File: src/fetch_pkg.sv
// Widths, memory size, response codes, opcodes and packet types shared by every fetch RTL block.
package fetch_pkg;

	// Data and address width.
	localparam int xlen = 32;

	// First fetch address after reset.
	localparam logic [xlen-1:0] reset_pc = 32'h0000_0000;

	// SRAM depth in words and the matching word-index width.
	localparam int isram_words = 256;
	localparam int isram_aw = $clog2(isram_words);

	// Read response codes.
	localparam logic [1:0] resp_okay = 2'd0;
	localparam logic [1:0] resp_slverr = 2'd2;

	localparam logic [6:0] opcode_jal = 7'b1101111;

	// Fetched word on its way to the exu.
	typedef struct packed {
		logic [xlen-1:0] pc;
		logic [xlen-1:0] inst;
		logic            err;   // Bus error on the read.
	} ifu_to_exu_t;

	// Next-pc redirect back to the fetch unit.
	typedef struct packed {
		logic            taken;
		logic [xlen-1:0] target;
	} exu_to_ifu_t;

endpackage
File: src/isram_rd_if.sv
// Instruction SRAM read channel with address and response phases; fetch is master, SRAM is slave.
`timescale 1ns/10ps
interface isram_rd_if;
	import fetch_pkg::*;

	// Address phase.
	logic [xlen-1:0] araddr;
	logic            arvalid;
	logic            arready;

	// Response phase.
	logic [xlen-1:0] rdata;
	logic            rvalid;
	logic [1:0]      rresp;
	logic            rready;

	modport master (
		output araddr, arvalid, rready,
		input  arready, rdata, rvalid, rresp
	);

	modport slave (
		input  araddr, arvalid, rready,
		output arready, rdata, rvalid, rresp
	);

endinterface

File: src/ifu.sv
// Fetch unit; keeps the pc, reads one word at a time from the SRAM and passes it to the exu.
`timescale 1ns/10ps
module ifu (
	input  logic                   clk,
	input  logic                   rst,
	input  fetch_pkg::exu_to_ifu_t exu_to_ifu,
	input  logic                   exu_to_ifu_valid,
	input  logic                   exu_allowin,
	output fetch_pkg::ifu_to_exu_t ifu_to_exu,
	output logic                   ifu_to_exu_valid,
	isram_rd_if.master             mem
);
	import fetch_pkg::*;

	typedef enum logic [2:0] {
		idle_r,
		wait_arready,
		shaked_ar,
		wait_rvalid,
		shaked_r
	} rd_state_t;

	rd_state_t       state;
	rd_state_t       next_state;
	logic [xlen-1:0] pc;            // Address of the word in flight.
	logic [xlen-1:0] next_pc;
	logic [xlen-1:0] araddr_r;
	logic            arvalid_r;
	logic            rready_r;
	logic            first_fetch;
	logic            ifu_allowin;
	logic            ar_hs;
	logic            r_hs;

	assign ar_hs = mem.arvalid && mem.arready;
	assign r_hs = mem.rvalid && mem.rready;

	// Nothing in flight and the exu can take the next word.
	assign ifu_allowin = exu_allowin && (state == idle_r || state == shaked_r);

	always_comb begin
		if (first_fetch)
			next_pc = reset_pc;
		else if (exu_to_ifu_valid && exu_to_ifu.taken)
			next_pc = exu_to_ifu.target;   // Jump resolved in the exu.
		else
			next_pc = pc + xlen'(4);
	end

	always_comb begin
		next_state = state;
		case (state)
			idle_r, shaked_r:
				next_state = ifu_allowin ? wait_arready : idle_r;
			wait_arready:
				if (ar_hs)
					next_state = shaked_ar;
			shaked_ar:
				next_state = r_hs ? shaked_r : wait_rvalid;
			wait_rvalid:
				if (r_hs)
					next_state = shaked_r;
			default:
				next_state = idle_r;
		endcase
	end

	always_ff @(posedge clk) begin
		if (rst) begin
			state <= idle_r;
			arvalid_r <= 1'b0;
			rready_r <= 1'b0;
			first_fetch <= 1'b1;
		end else begin
			state <= next_state;
			arvalid_r <= (next_state == wait_arready);
			rready_r <= (next_state == shaked_ar || next_state == wait_rvalid);
			if (ifu_allowin)
				first_fetch <= 1'b0;
		end
	end

	// Address is captured at launch and held until accepted.
	always_ff @(posedge clk) begin
		if (ifu_allowin)
			araddr_r <= next_pc;
		if (ar_hs)
			pc <= mem.araddr;   // Pc register follows the accepted address.
	end

	assign mem.araddr = araddr_r;
	assign mem.arvalid = arvalid_r;
	assign mem.rready = rready_r;

	// Word goes straight through on the response handshake.
	assign ifu_to_exu = '{
		pc:   pc,
		inst: mem.rdata,
		err:  (mem.rresp != resp_okay)
	};
	assign ifu_to_exu_valid = r_hs;

	// The request holds still while the slave stretches arready.
	a_araddr_stable: assert property (@(posedge clk) disable iff (rst)
		mem.arvalid && !mem.arready |=> $stable(mem.araddr));

	a_valid_pulse: assert property (@(posedge clk) disable iff (rst)
		ifu_to_exu_valid |=> !ifu_to_exu_valid);

endmodule

File: src/flat_wrapper.sv
// flat-port wrapper written by rule: the top's interface ports become plain ports
module ifu_flat import fetch_pkg::*;
  (clk, rst, exu_to_ifu, exu_to_ifu_valid, exu_allowin, ifu_to_exu, ifu_to_exu_valid, mem_araddr, mem_arvalid, mem_rready, mem_arready, mem_rdata, mem_rvalid, mem_rresp);
  isram_rd_if mem_i ();
  input  logic clk;
  input  logic rst;
  input  fetch_pkg::exu_to_ifu_t exu_to_ifu;
  input  logic exu_to_ifu_valid;
  input  logic exu_allowin;
  output fetch_pkg::ifu_to_exu_t ifu_to_exu;
  output logic ifu_to_exu_valid;
  output wire logic [$bits(mem_i.araddr)-1:0] mem_araddr;
  output wire logic [$bits(mem_i.arvalid)-1:0] mem_arvalid;
  output wire logic [$bits(mem_i.rready)-1:0] mem_rready;
  input wire logic [$bits(mem_i.arready)-1:0] mem_arready;
  input wire logic [$bits(mem_i.rdata)-1:0] mem_rdata;
  input wire logic [$bits(mem_i.rvalid)-1:0] mem_rvalid;
  input wire logic [$bits(mem_i.rresp)-1:0] mem_rresp;
  assign mem_araddr = mem_i.araddr;
  assign mem_arvalid = mem_i.arvalid;
  assign mem_rready = mem_i.rready;
  assign mem_i.arready = mem_arready;
  assign mem_i.rdata = mem_rdata;
  assign mem_i.rvalid = mem_rvalid;
  assign mem_i.rresp = mem_rresp;
  ifu u_core (.clk(clk), .rst(rst), .exu_to_ifu(exu_to_ifu), .exu_to_ifu_valid(exu_to_ifu_valid), .exu_allowin(exu_allowin), .ifu_to_exu(ifu_to_exu), .ifu_to_exu_valid(ifu_to_exu_valid), .mem(mem_i));
endmodule
File: config.mk
export PLATFORM = sky130hd
export DESIGN_NAME = ifu_flat
export DESIGN_NICKNAME = d
export VERILOG_FILES = /design/src/fetch_pkg.sv /design/src/isram_rd_if.sv /design/src/ifu.sv /design/src/flat_wrapper.sv
export SDC_FILE = /design/constraint.sdc
export NUM_CORES = 1
export LEC_CHECK = 0
export BUFFER_PORTS_ARGS = -buffer_cell sky130_fd_sc_hd__buf_4
export CAP_MARGIN = 25
export CORE_ASPECT_RATIO = 1.1
export CORE_MARGIN = 2
export CORE_UTILIZATION = 46
export DETAILED_ROUTE_END_ITERATION = 10
export PLACE_DENSITY = 0.82
export SYNTH_ARGS = -nofsm -noshare
export SYNTH_HDL_FRONTEND = slang
export SYNTH_SLANG_ARGS = --single-unit
File: constraint.sdc
create_clock -name clk -period 4.4 [get_ports clk]
set_clock_uncertainty 0.2 [all_clocks]
set_input_delay 0.44 -clock clk [delete_from_list [all_inputs] [get_ports clk]]
set_output_delay 0.44 -clock clk [all_outputs]
set_load 0.01 [all_outputs]
==> results_dict.tcl <==
set metrics [dict create \
    synth_ff_type "edfxtp_1" \
    core_area_um2 7390 \
    drcViolationCount 0 \
    fin_crit_sh_pct 59.4 \
    start_util_pct 46.8 \
    crit_path_end_kind "register" \
    syn_inst 300 \
    fin_crit_ps 2610 \
    crit_arrival_ps 2560 \
    vias 2746 \
    cts_inserted_buffers 9 \
    root_buffer "clkbuf_8" \
    dpl.hpwl_um 5850 \
    ant_nets 0 \
    finalMaxSlewViolations 0 \
    clock-sinks 70 \
    ys_ff_latch 70 \
    rows 33 \
    hold_viol 0 \
    diodes 0 \
    grt_overflow_total 0 \
    grt_busiest_layer "met2" \
    wl_per_cell_um 17.8 \
    ctsHoldBuffers 0 \
    cts_resized 0 \
    maxCapViolCount 0 \
    synthesis.nets 374 \
    hold_class "in2reg" \
    clk_path_buf_depth 2 \
    synth-warning-count 0 \
    setup_viol 0 \
    ios 173 \
    place.gp.congestion 0.779 \
    grt_start_max_net_pins 62 \
    h-tree-depth 3 \
    synth_area_um2 3460 \
    crit_type "reg2reg" \
    grt.total_usage_pct 20.2 \
    die_h_um 95.0 \
    fmax_mhz 383 \
    avgSynthCellArea_um2 11.5 \
    use_met1_pct 27.1 \
    portBuffers 108 \
    cp_slowest_cell "or4_4" \
    seq_area_frac_synth_pct 59.0 \
    drive_gt1_share_pct 34.1 \
    firstDrtPassIters 6 \
    outcome "finished, final reports clean" \
    slowest_delay_ps 640 \
    antenna_found_initial 0 \
    place_inst 453 \
    p_leak_nw 1.61 \
    grt_pass1_wl_um 12500 \
    peakVddDrop_uv 198 \
    areaGrowthSynthToFinish_pct 24.0 \
    power_density_nw_per_um2 349 \
    use_met2_pct 30.8 \
    crit_start "u_core.pc[2]" \
    vias_per_cell 5.87 \
    drt_wl_total_um 8350 \
    critPathMaxFanout 12 \
    slew_headroom_pct 29.7 \
    grt_pass1_vias 2511 \
    nets 452 \
    path_clk_slew_ps 70 \
    rsz0062_at_grt "no" \
    clock_latency_ps 340 \
    hp-start "rst" \
    ys_types 37 \
    met3_usage_pct 5.24 \
    crit_chain "ha_1 > nand4_2 > or4_4 > or4_1 > a311oi_1" \
    async_flop_share_pct 0 \
    dieWidth_um 86.7 \
    cts_tree "done" \
    fp.dieArea_um2 8230 \
    fin_cells 468 \
    cts_setup_buffers 0 \
    cp.required_ps 4350 \
    cp-start-kind "register" \
    tightestPinTransition_ps 1050 \
    r2r-start "u_core.pc[2]" \
    drtIter0Drc 244 \
    synth-edff-count 64 \
    setup_tns_ps 0 \
]
## final timing paths
| check | endpoint | slack (ps) | cells past startpoint |
|---|---|---|---|
| max reg2reg | u_core.mem.araddr[24] | 1790 | 5 |
| max | u_core.mem.araddr[24] | 1790 | 5 |
| min reg2reg | u_core.pc[15] | 250 | 0 |
| min | u_core.state[0] | 100 | 2 |
## logic make-up (layout without fill, tap and decap cells)
logic type / count (synthesis) / in the layout / synth area share [%]
AOI/OAI and AO/OA: 59 / 59 / 11.5
xor gates and xnor gates: 10 / 10 / 2.53
adders and majority gates: 1 / 1 / 0.361
buffers and inverters: 52 / 133 / 9.54
DFF: 70 / 70 / 59.0
and+or+nand+nor: 108 / 108 / 17.1
## state kept, by name, indices dropped and copies added (netlist names)
| signal | flops |
|---|---|
| u_core.mem.araddr | 32 |
| u_core.pc | 32 |
| u_core.state | 3 |
| u_core.first_fetch | 1 |
| u_core.mem.arvalid | 1 |
| u_core.mem.rready | 1 |
## critical path: cells and delay by family (launching register included)
| kind | cells | cell delay [ps] |
|---|---|---|
| flops | 1 | 430 |
| compound gates | 1 | 270 |
| simple gates | 3 | 1270 |
| fa+ha+maj | 1 | 250 |
## metrics by stage
step	power, mW	util [%]	hold WS, ps	instance area (um2)	worst slack, ps
3_5_place_dp	1.04	55.5	238	4100	1800
2_1_floorplan	0.946	-	249	3460	972
4_1_cts	1.51	57.8	82.9	4270	1790
6_report	1.50	58.1	98.9	4290	1790
5_1_grt	1.55	58.1	82.8	4290	1610
3_3_place_gp	1.03	55.5	234	4100	1900
## layout make-up
cell class	count	area (um2)
clock inverters	2	35.0
inverters	8	30.0
clock buffers	12	135
fillers	628	3100
flip-flops and latches	70	2040
repair buffers	111	846
multi-input cells	178	1100
well taps	87	109
## report_power, final
group / internal (mW) / switching (mW) / leakage (nW)
logic: 0.0958 / 0.0954 / 0.861
registers: 0.787 / 0.0460 / 0.663
clock network: 0.256 / 0.217 / 0.0863
## placed cells by master, fill, tap and decap left out, types with 3 or more instances in the layout
cell type and instances:
a211oi_1 13, a21oi_1 5, a311oi_1 11, a31oi_1 5, and4_1 4, buf_4 110, clkbuf_1 3, clkbuf_8 9
dfxtp_1 6, edfxtp_1 64, inv_1 7, nand2_1 17, nand2b_1 3, nand3_1 9, nand4_1 8, nor2_1 26
nor3_1 7, nor4_1 4, o21ai_0 16, o31ai_1 7, or3_1 8, or4_1 8, xnor2_1 9
## synthesized netlist by cell type, types with 2 or more instances
library cell	number	area (um2)
nor3_1	8	40.0
a31oi_1	5	31.3
clkbuf_1	8	30.0
o31ai_1	7	52.6
nand2b_1	3	18.8
and4_1	4	35.0
nor2_1	26	97.6
or3_1	8	50.1
nand3_1	9	45.0
dfxtp_1	6	120
buf_4	32	240
or4_4	2	22.5
nor4_1	4	25.0
nand2_1	18	67.6
nand4_1	8	50.1
and3_1	2	12.5
o21ai_0	16	80.1
a211oi_1	13	97.6
xnor2_1	9	78.8
edfxtp_1	64	1920
nand4_2	2	25.0
a311oi_1	11	96.3
inv_1	7	26.3
or4_1	8	60.1
buf_6	2	22.5
a21oi_1	5	25.0
buf_1	2	7.51
and2_1	2	12.5
## layer usage
metal | wire [um] | vias to the layer above | part of all wire [%]
met4 | 229 | 0 | 2.7
met3 | 599 | 34 | 7.2
met5 | 0 | - | 0
met1 | 3590 | 1293 | 43
met2 | 3930 | 140 | 47
li1 | - | 1279 | -
Note: power is estimated with default switching activity, not from simulation.
