<file path="config.mk">
export PLATFORM = sky130hd
export DESIGN_NAME = exu
export DESIGN_NICKNAME = d
export VERILOG_FILES = /design/src/fetch_pkg.sv /design/src/exu.sv
export SDC_FILE = /design/constraint.sdc
export NUM_CORES = 1
export LEC_CHECK = 0
export BUFFER_PORTS_ARGS = -buffer_cell sky130_fd_sc_hd__buf_2
export CAP_MARGIN = 30
export CORE_ASPECT_RATIO = 0.8
export CORE_MARGIN = 1
export CORE_UTILIZATION = 40
export DETAILED_ROUTE_END_ITERATION = 8
export PLACE_DENSITY = 0.8
export SLEW_MARGIN = 20
export SYNTH_ARGS = -nofsm -noshare
export SYNTH_HDL_FRONTEND = slang
export SYNTH_SLANG_ARGS = --single-unit
</file>
<file path="constraint.sdc">
create_clock -name clk -period 2.27 [get_ports clk]
set_clock_uncertainty 0.1 [all_clocks]
set_input_delay 0.227 -clock clk [delete_from_list [all_inputs] [get_ports clk]]
set_output_delay 0.227 -clock clk [all_outputs]
set_load 0.01 [all_outputs]
</file>
<file path="src/fetch_pkg.sv">
// Widths, memory size, response codes, opcodes and packet types shared by every fetch RTL block.
package fetch_pkg;

	// Data and address width.
	localparam int xlen = 32;

	// First fetch address after reset.
	localparam logic [xlen-1:0] reset_pc = 32'h0000_0000;

	// SRAM depth in words and the matching word-index width.
	localparam int isram_words = 256;
	localparam int isram_aw = $clog2(isram_words);

	// Read response codes.
	localparam logic [1:0] resp_okay = 2'd0;
	localparam logic [1:0] resp_slverr = 2'd2;

	localparam logic [6:0] opcode_jal = 7'b1101111;

	// Fetched word on its way to the exu.
	typedef struct packed {
		logic [xlen-1:0] pc;
		logic [xlen-1:0] inst;
		logic            err;   // Bus error on the read.
	} ifu_to_exu_t;

	// Next-pc redirect back to the fetch unit.
	typedef struct packed {
		logic            taken;
		logic [xlen-1:0] target;
	} exu_to_ifu_t;

endpackage
</file>
<file path="src/exu.sv">
// Decode/execute stage; holds one fetched word, resolves JAL and presents it as a retire record.
`timescale 1ns/10ps
module exu (
	input  logic                       clk,
	input  logic                       rst,
	input  fetch_pkg::ifu_to_exu_t     ifu_to_exu,
	input  logic                       ifu_to_exu_valid,
	input  logic                       retire_stall,
	output logic                       exu_allowin,
	output fetch_pkg::exu_to_ifu_t     exu_to_ifu,
	output logic                       exu_to_ifu_valid,
	output logic                       retire_valid,
	output logic [fetch_pkg::xlen-1:0] retire_pc,
	output logic [fetch_pkg::xlen-1:0] retire_inst,
	output logic                       retire_err
);
	import fetch_pkg::*;

	ifu_to_exu_t     pkt;
	logic            full;
	logic            is_jal;
	logic [xlen-1:0] imm_j;

	// Empty, or the held packet leaves this cycle.
	assign exu_allowin = !full || !retire_stall;

	always_ff @(posedge clk) begin
		if (rst)
			full <= 1'b0;
		else if (ifu_to_exu_valid)
			full <= 1'b1;
		else if (!retire_stall)
			full <= 1'b0;
	end

	always_ff @(posedge clk) begin
		if (ifu_to_exu_valid)
			pkt <= ifu_to_exu;
	end

	// A faulted fetch carries no real instruction.
	assign is_jal = (pkt.inst[6:0] == opcode_jal) && !pkt.err;

	// J-type immediate with bit 0 always zero.
	assign imm_j = {{11{pkt.inst[31]}}, pkt.inst[31], pkt.inst[19:12],
		pkt.inst[20], pkt.inst[30:21], 1'b0};

	assign exu_to_ifu = '{
		taken:  is_jal,
		target: pkt.pc + imm_j
	};
	assign exu_to_ifu_valid = full;

	assign retire_valid = full;
	assign retire_pc = pkt.pc;
	assign retire_inst = pkt.inst;
	assign retire_err = pkt.err;

	// Fetch must wait for room before finishing a read.
	a_no_overrun: assert property (@(posedge clk) disable iff (rst)
		ifu_to_exu_valid |-> !(full && retire_stall));

endmodule

</file>
==> run metrics, run 1 <==
top cells by area, synth edfxtp_1, ha_1, a21oi_1; largest family of logic cells by synthesized area compound AO/OA/AOI/OAI gates; Leak 3.14 nW; Seq pwr share 0.297; xor/xnor share of the synthesized area 0.0610; Setup crit end kind output port; Area Overhead vs Synth 85.3%; dpl hpwl 9080 um; hold crit path type in2reg; antenna-violating nets left 0; ys async rst share 0; top-area cell type share of the netlist area 0.504; vias per inst 5.25; CTS Root Cell clkbuf_16; Final Util 0.777; DRC Markers 6; hold violation total from the final report 0; cell taking the most area after synthesis edfxtp_1; FF-to-FF path depth 2; GR Overflow Total 0; # setup viols final 28; GRT Overall Usage 0.267; Tmin final 2.93 ns; # nets final 787; Syn Inst Count 339; clock slew at reported path FFs 0.06 ns; 1st-iter DRT viols 312; H-tree Lvls 3; pin count of the biggest net entering global routing 67; Synth Area in Simple Gates 0.120; Clk Latency, worst-skew pair 0.33 ns; WL per Instance 17.2 um; drt pass-1 iters 7; core area 0.00923 sq mm; TritonCTS sink count 66; Post-Route Setup TNS -13.80 ns; synthesized area 0.00387 sq mm; P_int 3.41 mW; yosys warns 0; Worst Hold Depth 3; Fmax 0.341 GHz; Netlist cell types 61; Sw Share 0.333; post-synthesis average cell area 11.4 sq um; Peak supply drop 0.568 mV; worst setup margin -0.659 ns; CP startpoint kind flop; Slew @ Worst Pin 0.564 ns; # rows 31; global-route wire length before repair 21200 um; I/O Buffers 169; proportion of layout cells with a drive suffix above 1 0.553; Die Wd 112 um; CP Data Required Time 1.94 ns; Chip Height 90.0 um; switching pwr 1.70 mW; ys flop type edfxtp_1; failing checks design-rule violations, negative setup slack; fin crit share 1.29; I/O pins 170; crit path max fanout 11; Logic pwr share 0.416; status finished, violations left; RSZ-0062 raised after global routing yes; routed vias 4240; #FFs+latches synth 66; Final GP Congestion 0.881; WL final 13900 um; CTS Buffer Depth 2; Clock power frac 0.287; Max Transition Viols Final 0; post-synthesis adder-cell area fraction 0.102; Worst Path Arrival 2.60 ns; vias in the first global route 4334; Antenna Cells 0; share of synthesized area spent on multiplexers 0.00258; full die area 0.0101 sq mm; initial core utilization 0.420; PD cells 713 mW/mm^2; CTS tree built; Setup Crit Path Kind reg2out; initial antenna violation count 0; register area share after synthesis 0.509; Num CTS Buffers 9; max cap viols 0; number of flops mapped to enable cells by yosys 65; Slew HR 0.614; Synth Area in Compound Gates 0.178; Net Count, Synth 439; final hold slack 0.0869 ns
[synthesized netlist by cell type (3+ instances only)]
cell type   n
a211oi_1    4
a21o_1      9
a21oi_1    34
and3_1      4
buf_2       5
buf_4       3
edfxtp_1   65
ha_1       30
inv_1      10
nand2_1    25
nand3_1     7
nand4_1     8
nor2_1     24
nor2b_1     3
nor3_1      8
nor4_1      3
o211ai_1    5
o21ai_0     9
o21ai_1     3
o21bai_1    5
xnor2_1    16
xor2_1     11
[area by class of cell]
class	count	area, sq um
Sequential cell	66	1970
Clock buffer	10	239
Clock inverter	6	72.6
Tap cell	115	144
Inverter	10	37.5
Timing Repair Buffer	348	2390
Multi-Input combinational cell	252	2320
Fill cell	585	2050
[kinds of logic (layout without fill, tap and decap cells)]
group / Yosys count / in the layout
adder cells (fa/ha/maj): 31 / 31
buffers and inverters: 21 / 374
AO/OA/AOI/OAI: 98 / 98
multiplexers: 1 / 1
XOR/XNOR: 27 / 27
flip-flops: 66 / 66
AND/OR/NAND/NOR: 95 / 95
[placed cells by master, fill, tap and decap left out, drive strengths merged, types with 4 or more instances in the layout]
cell / n
buf: 282
dlygate4sd3: 66
edfxtp: 65
a21oi: 35
ha: 30
nand2: 25
nor2: 24
xnor2: 16
inv: 13
o21ai: 13
xor2: 11
clkbuf: 10
a21o: 9
nor3: 9
nand4: 8
nand3: 7
o21bai: 6
a211oi: 6
o211ai: 5
and3: 4
[power groups by stage]
stage	clock (mW)	sequential (mW)	combinational (mW)
floorplan	0	1.58	0.827
global placement	0	1.53	1.70
detailed placement	0	1.53	1.73
CTS	1.48	1.51	1.94
global route	1.53	1.53	2.27
finish	1.47	1.52	2.13
[what timing repair did]
action                     CTS  global route
buffers inserted             3             6
hold buffers                66             0
hold endpoints to repair    66             0
setup endpoints to repair   27            28
pin swaps                   26            20
resized for setup           49            44
[final timing paths]
| path | start | endpoint | slack [ns] |
|---|---|---|---|
| setup / recovery | retire_inst[31] | exu_to_ifu[31] | -0.66 |
| hold / removal | retire_stall | exu_to_ifu_valid | 0.09 |
| setup reg to reg | exu_to_ifu_valid | exu_to_ifu_valid | 1.53 |
| hold reg to reg | exu_to_ifu_valid | exu_to_ifu_valid | 0.47 |
[sequential cells by signal (all words and copies together) (netlist names)]
register / cells
retire_inst: 32
exu_to_ifu_valid: 1
retire_pc: 32
retire_err: 1
[critical path, stage by stage (launching register included)]
cell and delay, ns:
edfxtp_1 0.41, buf_8 0.18, buf_4 0.15, ha_1 0.33, nand2_1 0.06, or3_1 0.41
a21oi_2 0.23, buf_4 0.14, a211oi_2 0.03, xnor2_1 0.18, buf_2 0.16
[layer usage]
metal  vias up  GRT usage  share of wire
li1       2004          -              -
met1      2026      0.330           0.43
met2       192      0.466           0.50
met3        18     0.0587          0.060
met4         0     0.0811          0.014
met5         -          0              0
[metrics by stage]
step	power [mW]	worst slack (ns)	cell area, sq um	cells
floorplan	2.41	-0.175	3940	339
detailed placement	3.26	-0.424	5650	716
global placement	3.22	-0.378	5650	716
CTS	4.94	-0.695	6900	801
finish	5.12	-0.659	7180	807
global route	5.33	-0.754	7180	807
Note: power is estimated with default switching activity, not from simulation.
==> run 2: changes to the inputs <==
RECOVER_POWER = 25   (was not set)
SLEW_MARGIN = not set   (was 20)
==> run 2 against run 1 <==
The run ends with design-rule violations, max-capacitance violations, max-slew violations, negative setup slack left. Flip-flop and latch count unchanged. Critical path type unchanged. Register-to-register slack got worse by 0.05 ns. Critical endpoint unchanged. Worst setup slack barely moved. Largest power group unchanged. Clock power about the same. Wire length is essentially flat. Die area stayed put.
==> run metrics, run 2 (synthesis gave the netlist of run 1 again) <==
hold crit path type in2reg (unchanged); initial core utilization 0.420 (unchanged); commonest cells after routing, fill and taps aside buf_2, buf_4, dlygate4sd3_1 (unchanged); Slowest-stage cell, CP edfxtp_1 (unchanged); Setup crit end kind output port (unchanged); Fmax 0.341 GHz (about the same); Worst Path Arrival 2.60 ns (about the same); hold violation total from the final report 0 (unchanged); CTS Buffer Depth 2 (unchanged); DRC Markers 6 (unchanged); multi-input combinational cell area 0.00232 sq mm (unchanged); storage element area 0.00197 sq mm (unchanged); WL final 13900 um (about the same); routed vias 4242 (was 4240); most common cell after layout, fill and taps aside buf_2 (unchanged); Setup Crit Path Kind reg2out (unchanged); Final GP Congestion 0.881 (unchanged); pin count of the biggest net entering global routing 67 (unchanged); # setup viols final 28 (unchanged); I/O pins 170 (unchanged); CP Cell Sequence buf_8 -> buf_4 -> ha_1 -> nand2_1 -> or3_1 -> a21oi_2 -> buf_4 -> a211oi_2 -> xnor2_1 -> buf_2 (unchanged); CTS Root Cell clkbuf_16 (unchanged); Die Wd 112 um (unchanged); core area 0.00923 sq mm (unchanged); # rows 31 (unchanged); critical path's most frequent cell buf_4 (unchanged); full die area 0.0101 sq mm (unchanged); I/O Buffers 169 (unchanged); Clk Latency, worst-skew pair 0.33 ns (about the same); GRT Overall Usage 0.267 (unchanged); RSZ-0062 raised after global routing yes (unchanged); vias per inst 5.26 (was 5.25); CP Data Required Time 1.94 ns (about the same); dpl hpwl 9080 um (unchanged); GR Overflow Total 0 (unchanged); failing checks design-rule violations, max-capacitance violations, max-slew violations, negative setup slack (was design-rule violations, negative setup slack); Tmin final 2.93 ns (about the same); Leak 3.13 nW (was 3.14 nW); CTS tree built (unchanged); Max Transition Viols Final 67 (was 0); initial antenna violation count 0 (unchanged); fillcell total 586 (was 585); WL per Instance 17.2 um (about the same); Post-Route Setup TNS -13.80 ns (about the same); PD cells 714 mW/mm^2 (was 713 mW/mm^2); # nets final 787 (unchanged); Area Overhead vs Synth 84.9% (was 85.3%); H-tree Lvls 3 (unchanged); slowest stage delay, CP 0.41 ns (about the same); Num CTS Buffers 9 (unchanged); Antenna Cells 0 (unchanged); vias in the first global route 4334 (unchanged); crit path max fanout 11 (unchanged); fin crit share 1.29 (about the same); max cap viols 1 (was 0); drt pass-1 iters 7 (unchanged); Slew HR -0.127 (was 0.614); final hold slack 0.0869 ns (about the same); proportion of layout cells with a drive suffix above 1 0.553 (unchanged); CP startpoint kind flop (unchanged); worst setup margin -0.659 ns (about the same); 1st-iter DRT viols 312 (unchanged); antenna-violating nets left 0 (unchanged); Peak supply drop 0.568 mV (about the same); TritonCTS sink count 66 (unchanged); global-route wire length before repair 21200 um (unchanged); clock slew at reported path FFs 0.06 ns (about the same); Slew @ Worst Pin 1.69 ns (was 0.564 ns); status finished, violations left (unchanged); Chip Height 90.0 um (unchanged)
[run 2: worst max-delay path: cells and delay by family (launching register included)]
family / cells / cell delay, ns
AOI/OAI and AO/OA: 2 / 0.26
DFF: 1 / 0.41
and+or+nand+nor: 2 / 0.47
xor gates and xnor gates: 1 / 0.18
adders and majority gates: 1 / 0.33
buffers and inverters: 4 / 0.63
[run 2: what timing repair did]
| item | in CTS | in global routing |
|---|---|---|
| endpoints found under the setup margin | 27 | 28 |
| pin swaps | 26 | 20 |
| hold buffers | 66 | 0 |
| buffers inserted | 3 | 6 |
| endpoints found under the hold margin | 66 | 0 |
| resized for setup | 49 | 44 |
[run 2: worst paths after layout]
check             slack (ns)  cells past startpoint             start               end
setup / recovery       -0.66                     10   retire_inst[31]    exu_to_ifu[31]
hold / removal          0.09                      3      retire_stall  exu_to_ifu_valid
setup reg to reg        1.48                      2  exu_to_ifu_valid  exu_to_ifu_valid
hold reg to reg         0.47                      2  exu_to_ifu_valid  exu_to_ifu_valid
[run 2: per-stage QoR]
stage	cell area (sq um)	setup slack (ns)	power [mW]	instances	util
final	7160	-0.659	5.12	807	0.776
after global routing	7160	-0.754	5.33	807	0.776
after CTS	6900	-0.695	4.94	801	0.747
after detailed placement	5650	-0.424	3.26	716	0.612
after global placement	5650	-0.378	3.22	716	0.612
after floorplan	3940	-0.175	2.41	339	-
[run 2: layout make-up]
type / instances / share of cell area
clock buffers: 10 / 0.0334
clock inverters: 6 / 0.0101
inverters: 10 / 0.00524
multi-input cells: 252 / 0.324
flip-flops and latches: 66 / 0.275
well taps: 115 / 0.0201
repair buffers: 348 / 0.332
[run 2: power by group]
part	total [mW]	leakage [nW]	switching (mW)	internal, mW
registers	1.52	0.645	0.0683	1.45
clock network	1.47	0.155	0.572	0.896
logic	2.13	2.33	1.06	1.06
[run 2: layer usage]
layer	track usage	up-vias	share of wire	wire, um
met5	0	-	0	0
met4	0.0811	0	0.014	195
met3	0.0587	18	0.060	838
met2	0.466	194	0.50	6890
met1	0.330	2026	0.43	5970
li1	-	2004	-	-
==> run 3: changes to the inputs <==
==> constraint.sdc (replaced) <==
create_clock -name clk -period 2.27 [get_ports clk]
set_clock_uncertainty 0.1 [all_clocks]
set_input_delay 0.681 -clock clk [delete_from_list [all_inputs] [get_ports clk]]
set_output_delay 0.681 -clock clk [all_outputs]
set_load 0.01 [all_outputs]
==> run 3 against run 2 <==
The run ends with design-rule violations, negative setup slack left. Via count is 6.1% lower. Sequential share of layout area is 1.5 points higher. Wire length shrank 7.4%. Core utilization down 4.1 points. Power decreased by 1.9%. Non-clock buffer count is 47 lower. Combinational power about the same. Critical path depth stayed put. Register-to-register slack better by 0.08 ns. Sequential power hardly changed. Clock power fell by 9%. Count of clock-buffer cells in the layout fell by 1.
==> run metrics, run 3 (synthesis gave the netlist of run 1 again) <==
# rows 31 (unchanged); Die Wd 112 um (unchanged); commonest cells after routing, fill and taps aside buf_2, buf_4, edfxtp_1 (was buf_2, buf_4, dlygate4sd3_1); PD cells 740 mW/mm^2 (was 714 mW/mm^2); Finished Cell Area 0.00678 sq mm (was 0.00716 sq mm); Leak 2.99 nW (was 3.13 nW); DRC Markers 6 (unchanged); WL per Instance 16.9 um (was 17.2 um); WL final 12900 um (was 13900 um); 1st-iter DRT viols 250 (was 312); TritonCTS sink count 66 (unchanged); I/O pins 170 (unchanged); Num CTS Buffers 9 (unchanged); Area Overhead vs Synth 75.1% (was 84.9%); storage element area 0.00197 sq mm (unchanged); Final GP Congestion 0.874 (was 0.881); Peak supply drop 0.599 mV (was 0.568 mV); hold violation total from the final report 0 (unchanged); Post-Route Setup TNS -25.92 ns (was -13.80 ns); CP startpoint kind flop (unchanged); Chip Height 90.0 um (unchanged); critical path's most frequent cell a211oi_2 (was buf_4); RSZ-0062 raised after global routing yes (unchanged); failing checks design-rule violations, negative setup slack (was design-rule violations, max-capacitance violations, max-slew violations, negative setup slack); pin count of the biggest net entering global routing 67 (unchanged); multi-input combinational cell area 0.00243 sq mm (was 0.00232 sq mm); Max Transition Viols Final 0 (was 67); final hold slack 0.397 ns (was 0.0869 ns); fin crit share 1.52 (was 1.29); CTS Buffer Depth 2 (unchanged); I/O Buffers 169 (unchanged); CTS tree built (unchanged); routed vias 3984 (was 4242); Tmin final 3.45 ns (was 2.93 ns); # setup viols final 30 (was 28); drt pass-1 iters 7 (unchanged); initial antenna violation count 0 (unchanged); GR Overflow Total 0 (unchanged); GRT Overall Usage 0.248 (was 0.267); status finished, violations left (unchanged); most common cell after layout, fill and taps aside buf_2 (unchanged); global-route wire length before repair 19600 um (was 21200 um); H-tree Lvls 3 (unchanged); full die area 0.0101 sq mm (unchanged); vias per inst 5.24 (was 5.26); CTS Root Cell clkbuf_16 (unchanged); hold crit path type in2reg (unchanged); clock slew at reported path FFs 0.06 ns (about the same); DP Area 0.00578 sq mm (was 0.00565 sq mm); Layout Cells excl Fill 760 (was 807); CP Cell Sequence ha_2 -> fa_2 -> a21oi_2 -> o211ai_1 -> a211oi_2 -> buf_4 -> nor2_4 -> a211oi_2 -> xnor2_1 -> buf_2 (was buf_8 -> buf_4 -> ha_1 -> nand2_1 -> or3_1 -> a21oi_2 -> buf_4 -> a211oi_2 -> xnor2_1 -> buf_2); # nets final 740 (was 787); Antenna Cells 0 (unchanged); Placed Instances 722 (was 716); fillcell total 649 (was 586); Fmax 0.290 GHz (was 0.341 GHz); core area 0.00923 sq mm (unchanged); worst setup margin -1.18 ns (was -0.659 ns); Setup crit end kind output port (unchanged); vias in the first global route 3946 (was 4334); Setup Crit Path Kind reg2out (unchanged); proportion of layout cells with a drive suffix above 1 0.642 (was 0.553); antenna-violating nets left 0 (unchanged); CP Data Required Time 1.49 ns (was 1.94 ns); slowest stage delay, CP 0.38 ns (was 0.41 ns); crit path max fanout 2 (was 11); dpl hpwl 9230 um (was 9080 um); Clk Latency, worst-skew pair 0.33 ns (about the same); max cap viols 0 (was 1); initial core utilization 0.420 (unchanged); Slew HR 0.670 (was -0.127); Worst Path Arrival 2.66 ns (was 2.60 ns); Slowest-stage cell, CP edfxtp_1 (unchanged); Slew @ Worst Pin 0.496 ns (was 1.69 ns)
[run 3: cell types whose count changed in the layout (fill, tap and decap cells not counted), moves of 5 or more]
cell and change:
dlygate4sd3_1 -66, buf_6 +10, nand2_1 -5, buf_4 +10
ha_4 +6, a21oi_1 +5, a21oi_2 -7, ha_1 -5
[run 3: power breakdown]
group	total [mW]	internal [mW]	switching (mW)
Sequential	1.52	1.45	0.0728
Combinational	2.16	1.09	1.07
Clock	1.34	0.756	0.579
Total	5.02	3.29	1.72
[run 3: repair_timing]
| item | 4_1_cts | 5_1_grt |
|---|---|---|
| gates resized for setup | 57 | 49 |
| buffers inserted | 9 | 14 |
| endpoints found under the setup margin | 30 | 30 |
| hold buffers | 0 | 0 |
| pin swaps | 39 | 40 |
[run 3: metrics by stage]
step | utilization | worst slack (ns) | power (mW)
final | 0.735 | -1.18 | 5.02
after global routing | 0.735 | -1.31 | 5.25
after CTS | 0.696 | -1.15 | 4.84
after detailed placement | 0.626 | -0.908 | 3.32
after global placement | 0.626 | -0.861 | 3.29
after floorplan | - | -0.625 | 2.45
[run 3: critical path: cells and delay by family (launching register included)]
kind | cells | cell delay (ns)
AO/OA/AOI/OAI | 4 | 0.82
XOR/XNOR | 1 | 0.17
adder cells (fa/ha/maj) | 2 | 0.57
buffers and inverters | 2 | 0.36
flip-flops | 1 | 0.38
AND/OR/NAND/NOR | 1 | 0.04
[run 3: routing by layer]
| layer | part of all wire | global-route usage | vias up |
|---|---|---|---|
| met3 | 0.059 | 0.0566 | 18 |
| li1 | - | - | 1913 |
| met2 | 0.49 | 0.420 | 148 |
| met4 | 0.016 | 0.0789 | 0 |
| met5 | 0 | 0 | - |
| met1 | 0.43 | 0.313 | 1905 |
[run 3: cell type report]
cell class                      count  area share
Clock buffer                        9      0.0332
Timing Repair Buffer              301       0.282
Inverter                           10     0.00554
Tap cell                          115      0.0212
Clock inverter                      7     0.00867
Multi-Input combinational cell    252       0.358
Sequential cell                    66       0.291
[run 3: worst paths after layout]
check	startpoint	endpoint	slack (ns)	cells after the start
worst max register to register	exu_to_ifu_valid	exu_to_ifu_valid	1.56	2
worst min register to register	exu_to_ifu_valid	exu_to_ifu_valid	0.44	2
worst max-delay path	retire_inst[21]	exu_to_ifu[31]	-1.18	10
worst min-delay path	rst	exu_to_ifu_valid	0.40	2
